**src/ntm_pkg.sv**
```systemverilog
/*
 * Shared sizes, fixed-point constants and multiply rule,
 * opcode enum and host command/response structs
 */

`default_nettype none

package ntm_pkg;

  //////////////////////////////////////////////////////////////////////
  // Sizes
  //////////////////////////////////////////////////////////////////////

  // Memory shape, N rows by W words
  localparam int MEM_ROWS = 4;
  localparam int MEM_COLS = 4;

  // Signed fixed point, Q7.8
  localparam int DATA_WIDTH = 16;
  localparam int FRAC_BITS  = 8;

  //////////////////////////////////////////////////////////////////////
  // Types
  //////////////////////////////////////////////////////////////////////

  typedef logic signed [DATA_WIDTH-1:0] word_t;

  // One memory row, also erase, add and read vectors
  typedef word_t [MEM_COLS-1:0] row_t;

  // Weighting, one word per row
  typedef word_t [MEM_ROWS-1:0] weight_t;

  typedef logic [$clog2(MEM_ROWS)-1:0] row_idx_t;

  typedef enum logic {
    OP_READ  = 1'b0,
    OP_WRITE = 1'b1
  } opcode_e;

  // Host command, held stable while req is high
  typedef struct packed {
    opcode_e opcode;
    weight_t weight;
    row_t    erase;
    row_t    add;
  } head_cmd_t;

  // Last completed read vector
  typedef struct packed {
    row_t rd_vec;
  } head_rsp_t;

  //////////////////////////////////////////////////////////////////////
  // Fixed-point arithmetic
  //////////////////////////////////////////////////////////////////////

  localparam word_t ONE = word_t'(1 << FRAC_BITS);

  // Full-width product, arithmetic shift (floor), wrap to one word
  function automatic word_t fx_mul(word_t a, word_t b);
    logic signed [2*DATA_WIDTH-1:0] prod;
    prod = a * b;
    return word_t'(prod >>> FRAC_BITS);
  endfunction

endpackage

`default_nettype wire

```
**src/ntm_memory.sv**
```systemverilog
/*
 * Memory matrix as register rows,
 * combinational row read, clocked row write
 */

`timescale 1ns/100ps
`default_nettype none

module ntm_memory (
  input  wire               CLK,
  input  wire               RST,
  input  ntm_pkg::row_idx_t row_idx,
  input  wire               row_we,
  input  ntm_pkg::row_t     new_row,
  output ntm_pkg::row_t     rd_row
);

  // N rows of W words
  ntm_pkg::row_t mem_q [ntm_pkg::MEM_ROWS];

  //////////////////////////////////////////////////////////////////////
  // Write port
  //////////////////////////////////////////////////////////////////////

  // All rows zero after reset
  always_ff @(posedge CLK or posedge RST) begin
    if (RST) begin
      for (int j = 0; j < ntm_pkg::MEM_ROWS; j++) begin
        mem_q[j] <= '0;
      end
    end else if (row_we) begin
      // Updated row from the write head
      mem_q[row_idx] <= new_row;
    end
  end

  //////////////////////////////////////////////////////////////////////
  // Read port
  //////////////////////////////////////////////////////////////////////

  // Addressed row, zero latency
  assign rd_row = mem_q[row_idx];

endmodule

`default_nettype wire

```
**config.mk**
```make
export PLATFORM = sky130hd
export DESIGN_NAME = ntm_memory
export DESIGN_NICKNAME = d
export VERILOG_FILES = /design/src/ntm_pkg.sv /design/src/ntm_memory.sv
export SDC_FILE = /design/constraint.sdc
export NUM_CORES = 1
export LEC_CHECK = 0
export BUFFER_PORTS_ARGS = -buffer_cell sky130_fd_sc_hd__buf_4
export CAP_MARGIN = 30
export CORE_ASPECT_RATIO = 1.5
export CORE_MARGIN = 3
export CORE_UTILIZATION = 60
export CTS_BUF_LIST = sky130_fd_sc_hd__clkbuf_8
export DETAILED_ROUTE_END_ITERATION = 7
export PLACE_DENSITY = 0.82
export SYNTH_ARGS = -nofsm -noshare
export SYNTH_HDL_FRONTEND = slang
export SYNTH_SLANG_ARGS = --single-unit
```
**constraint.sdc**
```tcl
create_clock -name CLK -period 9.2 [get_ports CLK]
set_input_delay 0.46 -clock CLK [delete_from_list [all_inputs] [get_ports CLK]]
set_output_delay 0.46 -clock CLK [all_outputs]
set_load 0.05 [all_outputs]
```
==> metrics <==
run status finished clean; mux contribution to synthesized area 38.89%; hold_buf cts 0; Post-DP Area 0.01220 mm2; die height 172.7 um; Die ar. 0.02023 mm2; clock network latency to the later pin of the worst-skew pair 0.50 ns; Resize count post-CTS 0; number of DRC markers in iteration 0 268; DR vias 6,075; Setup TNS 0 ns; Multi-input gate area 0.004369 mm2; max_cap viols 0; Most flops, register mem_q; biggest regs mem_q x256; Clock Pin Slew Worst Setup and Hold Paths 0.06 ns; drt first pass iters 4; htree depth 2; sequential share of the synthesized area 57.62%; cell taking the most area after synthesis dfrtp_1; endpoints failing setup 0; Worst EP arrival 2.50 ns; DRC Markers 0; Detail Route Antenna Nets 0; number of flip-flops in the largest register 256; total gr overflow 0; Warnings, synthesis 0; initial core utilization 61.45%; Final Wtd Congestion 0.7206; clock sink total 256; Post-Route WL 22,100 um; DR vias/cell 5.858; syn nets 691; crit share post-route 32.19%; Setup Fix Bufs, Post-CTS 0; Place WS 6.176 ns; Max Slew Vio Count 0; number of global-route vias before repair 6,946; combinational share of power 25.6%; worst-path maximum fanout 49; Internal Power 2.209 mW; clk buf depth 3; CTS tree yes; drt wl/cell 21.32 um; P_leak 5.676 nW; min Tclk post-route 2.962 ns; FF+latch count, synth 256; peak supply drop 0.0001432 V; row count 60; Slew @ Worst Pin 0.9506 ns; Synth Area in Compound Gates 0%; skew final 0 ns; count of cell types in the netlist 11; ant diodes 0; simple-gate share of the synthesized area 0.2926%; clock share of power 28.5%; critical path class in2out; area of the core 0.01809 mm2; # port buffers 132; Fin. Hold Viols 0; Max Freq 0.3376 GHz; Design Area, Final 0.01299 mm2; Reg power frac 45.8%; largest net degree at the start of global routing 122; CP Capture Type primary output; pwr/cell area 242.8 mW/mm2; layout cells sized above 1 64.89%; mean post-synth cell area 17.87 um2; switching power share of the total 29.95%; Clock Tree Root clkbuf_8; RSZ-0062 raised after global routing no; leading post-synthesis cells by cell area dfrtp_1 (58%), mux2_2 (25%), mux4_2 (13%); top-area cell type share of the netlist area 57.62%; TritonCTS Buffers 40; initial antenna violation count 0; Mapped Area 0.01112 mm2; Ports 133; Area Overhead vs Synth 16.80%; switching pwr 0.9446 mW; XOR/XNOR Fraction of Synth Area 0%; Hold Crit Class in2async; startpoint types input pin; largest family of logic cells by synthesized area multiplexers; first-pass GRT wire length 36,390 um; final net count 835; Post-DP HPWL 13,990 um; Syn Inst Count 622; final setup margin 6.238 ns; register area 0.006406 mm2; Die Width 117.1 um; CP Data Required Time 8.74 ns; gr usage total 22.88%; Post-Synth Adder-Cell Area 0%; Max-Slew Margin vs Limit 36.62%; fill count 1,161
==> layout make-up <==
type | count | share of cell area (%)
flip-flops and latches | 256 | 49.33
multi-input cells | 324 | 33.64
repair buffers | 143 | 8.729
clock buffers | 48 | 5.087
well taps | 248 | 2.389
clock inverters | 17 | 0.7322
inverters | 1 | 0.08671
==> worst max-delay path, cell delays in order <==
cell and delay, ns:
buf_4 0.33, buf_4 0.83, mux4_2 0.64, buf_4 0.21
==> synth_stat cells <==
master,number
buf_2,8
buf_4,16
buf_6,17
dfrtp_1,256
inv_1,1
mux2_1,5
mux2_2,251
mux4_2,64
nand3_2,1
nand3b_1,2
nor3b_1,1
==> power by group through the flow <==
stage	Combinational (mW)	Clock [mW]	Sequential, mW
global route	0.856	0.984	1.47
detailed placement	0.814	0	1.47
finish	0.808	0.899	1.45
floorplan	0.618	0	1.42
CTS	0.817	0.926	1.45
global placement	0.786	0	1.44
==> final timing paths <==
check                              to  slack (ns)       start  cells past startpoint
setup / recovery           rd_row[30]        6.24  row_idx[1]                      4
hold / removal              mem_q[63]        0.10         RST                      2
setup reg to reg             mem_q[4]        8.41    mem_q[4]                      1
hold reg to reg              mem_q[3]        0.49    mem_q[3]                      1
max in group asynchronous   mem_q[57]        7.61         RST                      4
min in group CLK             mem_q[2]        0.20  new_row[2]                      2
==> cell usage in the layout (no fill, tap or decap), drive strengths merged <==
| cell type | instances |
|---|---|
| bufinv | 1 |
| mux4 | 64 |
| nand3 | 1 |
| inv | 15 |
| mux2 | 256 |
| nand3b | 2 |
| clkinv | 1 |
| nor3b | 1 |
| clkbuf | 48 |
| clkinvlp | 1 |
| buf | 143 |
| dfrtp | 256 |
==> logic make-up (layout without fill, tap and decap cells) <==
family,after synthesis,count (layout)
AND/OR/NAND/NOR,4,4
flip-flops,256,256
multiplexers,320,320
buffers and inverters,42,209
==> layer usage <==
metal	vias up	GRT usage (%)	wire [um]
li1	2619	-	-
met1	3268	29.87	8712
met2	143	39.09	11830
met3	45	4.657	1111
met4	0	5.787	454
met5	-	0	0
==> through the flow <==
stage	hold slack (ns)	total power [mW]	util, %	cells
detailed placement	0.4787	2.281	67.45	971
global route	0.1803	3.311	71.78	1037
CTS	0.1394	3.191	71.63	1036
global placement	0.4680	2.225	67.14	969
finish	0.1012	3.154	71.78	1037
floorplan	0.4589	2.042	-	622
(Power assumes the default switching activity.)
