File: src/ntm_pkg.sv
/*
 * Shared sizes, fixed-point constants and multiply rule,
 * opcode enum and host command/response structs
 */

`default_nettype none

package ntm_pkg;

  //////////////////////////////////////////////////////////////////////
  // Sizes
  //////////////////////////////////////////////////////////////////////

  // Memory shape, N rows by W words
  localparam int MEM_ROWS = 4;
  localparam int MEM_COLS = 4;

  // Signed fixed point, Q7.8
  localparam int DATA_WIDTH = 16;
  localparam int FRAC_BITS  = 8;

  //////////////////////////////////////////////////////////////////////
  // Types
  //////////////////////////////////////////////////////////////////////

  typedef logic signed [DATA_WIDTH-1:0] word_t;

  // One memory row, also erase, add and read vectors
  typedef word_t [MEM_COLS-1:0] row_t;

  // Weighting, one word per row
  typedef word_t [MEM_ROWS-1:0] weight_t;

  typedef logic [$clog2(MEM_ROWS)-1:0] row_idx_t;

  typedef enum logic {
    OP_READ  = 1'b0,
    OP_WRITE = 1'b1
  } opcode_e;

  // Host command, held stable while req is high
  typedef struct packed {
    opcode_e opcode;
    weight_t weight;
    row_t    erase;
    row_t    add;
  } head_cmd_t;

  // Last completed read vector
  typedef struct packed {
    row_t rd_vec;
  } head_rsp_t;

  //////////////////////////////////////////////////////////////////////
  // Fixed-point arithmetic
  //////////////////////////////////////////////////////////////////////

  localparam word_t ONE = word_t'(1 << FRAC_BITS);

  // Full-width product, arithmetic shift (floor), wrap to one word
  function automatic word_t fx_mul(word_t a, word_t b);
    logic signed [2*DATA_WIDTH-1:0] prod;
    prod = a * b;
    return word_t'(prod >>> FRAC_BITS);
  endfunction

endpackage

`default_nettype wire

File: src/ntm_sequencer.sv
/*
 * Command FSM: req/ack handshake, row sweep control
 * for the counter, read accumulator and memory write
 */

`timescale 1ns/100ps
`default_nettype none

module ntm_sequencer (
  input  wire              CLK,
  input  wire              RST,
  input  wire              req,
  output logic             ack,
  input  ntm_pkg::opcode_e opcode,
  input  wire              last_row,
  output logic             count_clear,
  output logic             count_step,
  output logic             acc_clear,
  output logic             acc_step,
  output logic             row_we
);

  // IDLE -> SWEEP (N rows) -> ACK (one cycle) -> WAIT_LOW until req drops
  typedef enum logic [1:0] {
    IDLE,
    SWEEP,
    ACK,
    WAIT_LOW
  } state_e;

  state_e state_q;
  state_e state_d;

  //////////////////////////////////////////////////////////////////////
  // Next state
  //////////////////////////////////////////////////////////////////////

  always_comb begin
    state_d = state_q;
    case (state_q)
      IDLE: begin
        if (req) begin
          state_d = SWEEP;
        end
      end
      // Last row processed on this edge
      SWEEP: begin
        if (last_row) begin
          state_d = ACK;
        end
      end
      // Read result lands in rsp during this cycle
      ACK: begin
        state_d = WAIT_LOW;
      end
      // Back-pressure, hold ack while host keeps req
      WAIT_LOW: begin
        if (!req) begin
          state_d = IDLE;
        end
      end
      default: begin
        state_d = IDLE;
      end
    endcase
  end

  always_ff @(posedge CLK or posedge RST) begin
    if (RST) begin
      state_q <= IDLE;
    end else begin
      state_q <= state_d;
    end
  end

  //////////////////////////////////////////////////////////////////////
  // Outputs, decoded from state
  //////////////////////////////////////////////////////////////////////

  // Start of command, reset row index and working sum
  assign count_clear = (state_q == IDLE) && req;
  assign acc_clear   = (state_q == IDLE) && req;

  // One row per cycle during the sweep
  assign count_step = (state_q == SWEEP);
  assign acc_step   = (state_q == SWEEP) && (opcode == ntm_pkg::OP_READ);
  assign row_we     = (state_q == SWEEP) && (opcode == ntm_pkg::OP_WRITE);

  assign ack = (state_q == WAIT_LOW);

endmodule

`default_nettype wire

File: config.mk
export PLATFORM = sky130hd
export DESIGN_NAME = ntm_sequencer
export DESIGN_NICKNAME = d
export VERILOG_FILES = /design/src/ntm_pkg.sv /design/src/ntm_sequencer.sv
export SDC_FILE = /design/constraint.sdc
export NUM_CORES = 1
export LEC_CHECK = 0
export BUFFER_PORTS_ARGS = -buffer_cell sky130_fd_sc_hd__buf_2
export CORE_AREA = 2 2 39 41
export DETAILED_ROUTE_END_ITERATION = 12
export DIE_AREA = 0 0 41 43
export SLEW_MARGIN = 15
export SYNTH_ARGS = -nofsm -noshare
export SYNTH_HDL_FRONTEND = slang
export SYNTH_SLANG_ARGS = --single-unit
File: constraint.sdc
create_clock -name CLK -period 2.62 [get_ports CLK]
set_input_delay 0.262 -clock CLK [delete_from_list [all_inputs] [get_ports CLK]]
set_output_delay 0.262 -clock CLK [all_outputs]
set_load 0.05 [all_outputs]
==> results.cfg <==
[synthesis]
yosys-top-cells-count = 5 x ha_1, 4 x inv_1, 2 x dfrtp_1, 2 x mux2i_1, 2 x nor2_1
synthTopCellsByArea = ha_1 31%, dfrtp_1 25%, mux2i_1 10%
syn_area_sq_um = 200
synthArstFlopShare_pct = 100
yosysTopAreaCell = ha_1
synth_edf_count = 0
netlist-cell-type-count = 10
syn_area_per_cell_sq_um = 10.0
ys_warn_count = 0
synth-seq-cells = 2
synth-seq-area-share_pct = 25.0
syn_nets = 30
netlist_instances = 20
synth.top_cell.area_share_pct = 31.3
synth_top_flop_cell = dfrtp_1
synth.most_common_cell = ha_1

[global_routing]
grt_max_degree = 5
grt_use_total_pct = 5.51
grt_pass1_vias = 156
grt.overflow.total = 0
grt_pass1_wl_microns = 517
antenna_found_initial = 0

[clock_tree]
h-tree-depth = 1
numCtsBuffers = 3
cts_tree = yes
cts_hold_buf = 1
clk_latency_ns = 0.22
clock-sinks = 2
clk_pin_slew_ns = 0.03
cts-resized-gates = 0
root_buffer = clkbuf_4
cts.path.max_buffers = 2
post_cts.repair.setup_buffers = 0

[finish]
largest_reg_flops = 2
largest_register = state_q
multi_input_area_sq_um = 128
layout.area.seq_sq_um = 50.0
antennaDiodeCount = 0
fill_cells = 162
final_layout_size_suffix_gt1_share_pct = 48.5
syn_to_final_growth_pct = 47.5
fin_nets = 45
reg.largest.list = state_q x2
final_cell_area_sq_um = 295

[floorplanning]
die-area_sq_um = 1760
die_h_microns = 43
io_pins = 11
rows = 14
start_util_pct = 14.5
core_region_area_sq_um = 1380
die_x_microns = 41

[timing]
finalSetupTns_ns = 0
fin_skew_ns = 0.00406
fmax_mhz = 629
fin_crit_sh_pct = 60.7
worst_pin_slew_ns = 0.248
finalCriticalPeriod_ns = 1.59
whs_ns = 0.369
setup_violations = 0
hold_violations = 0
slew_viol_final = 0
rsz0062_at_grt = no
relSlewSlack_pct = 83.5

[routing]
highest_layer = met3
wl_per_cell_microns = 7.35
drc = 0
first_pass_iters = 2
wl_met2_microns = 215
detail-route-antenna-nets = 0
vias_per_cell = 3.43
drtIter0Drc = 2
via_count = 168
wl_met3_microns = 42
totalWireLength_microns = 360
m1WireLength_microns = 102

[place]
io_buffers = 10
place_area_sq_um = 263
dp_hpwl_microns = 301
gp_congestion = 0.577

[worst_hold_path]
hp-start = last_row
hold_class = in2reg

[worst_setup_path]
cp-startpoint = state_q[1]
required_ns = 2.36
crit_path_end_kind = primary output
worstPathArrival_ns = 1.33
reg2reg_from = state_q[1]
cp_max_fo = 4
critical_path_class = reg2out
crit_path_start_kind = flop

[flow_run]
max-cap-violations = 0

[outcome]
status = finished, final reports clean
## path summary, 6_finish.rpt
kind / end / slack, ns / depth (start not counted)
worst max-delay path: acc_step / 1.03 / 5
worst min-delay path: state_q[0] / 0.37 / 3
worst max register to register: state_q[1] / 1.25 / 5
worst min register to register: state_q[1] / 0.58 / 1
max in group asynchronous: state_q[1] / 2.08 / 3
min in group asynchronous: state_q[0] / 0.43 / 3
## per-stage QoR
stage          setup WS, ns  util, %  cells
2_1_floorplan         0.594        -     20
3_3_place_gp           1.26     19.0     45
3_5_place_dp           1.24     19.0     45
4_1_cts               0.998     21.3     49
5_1_grt               0.913     21.3     49
6_report               1.03     21.3     49
## critical path, stage by stage (launching register included)
cell     delay, ns
dfrtp_1       0.40
inv_1         0.11
ha_1          0.18
inv_1         0.06
nor2_1        0.08
buf_2         0.26
## metal layers
metal	vias up	track usage [%]
li1	86	-
met2	6	7.50
met1	76	3.19
met4	0	6.00
met3	0	6.28
met5	-	0
## cell type report
cell class,count,share of cell area (%)
Inverter,4,5.08
Tap cell,16,6.78
Multi-Input combinational cell,13,43.2
Sequential cell,2,16.9
Clock buffer,3,7.63
Timing Repair Buffer,11,20.3
## logic make-up (layout without fill, tap and decap cells)
family                     after synthesis  count (layout)  share of synthesized area [%]
adders and majority gates                5               5                           31.3
and+or+nand+nor                          4               4                           10.6
AOI/OAI and AO/OA                        1               1                           4.38
buffers and inverters                    5              18                           11.2
muxes                                    3               3                           17.5
DFF                                      2               2                           25.0
## layout by cell type, fill, tap and decap left out
| master | n |
|---|---|
| buf_2 | 10 |
| ha_1 | 5 |
| inv_1 | 4 |
| clkbuf_4 | 3 |
| mux2i_1 | 2 |
| nor2_1 | 2 |
| dfrtp_1 | 2 |
| o21ai_2 | 1 |
| mux2_4 | 1 |
| and2_1 | 1 |
| and2_2 | 1 |
| dlygate4sd3_1 | 1 |
Power is not shown: default switching activity piles up to over one toggle a cycle in this logic, so the estimate is an artifact.
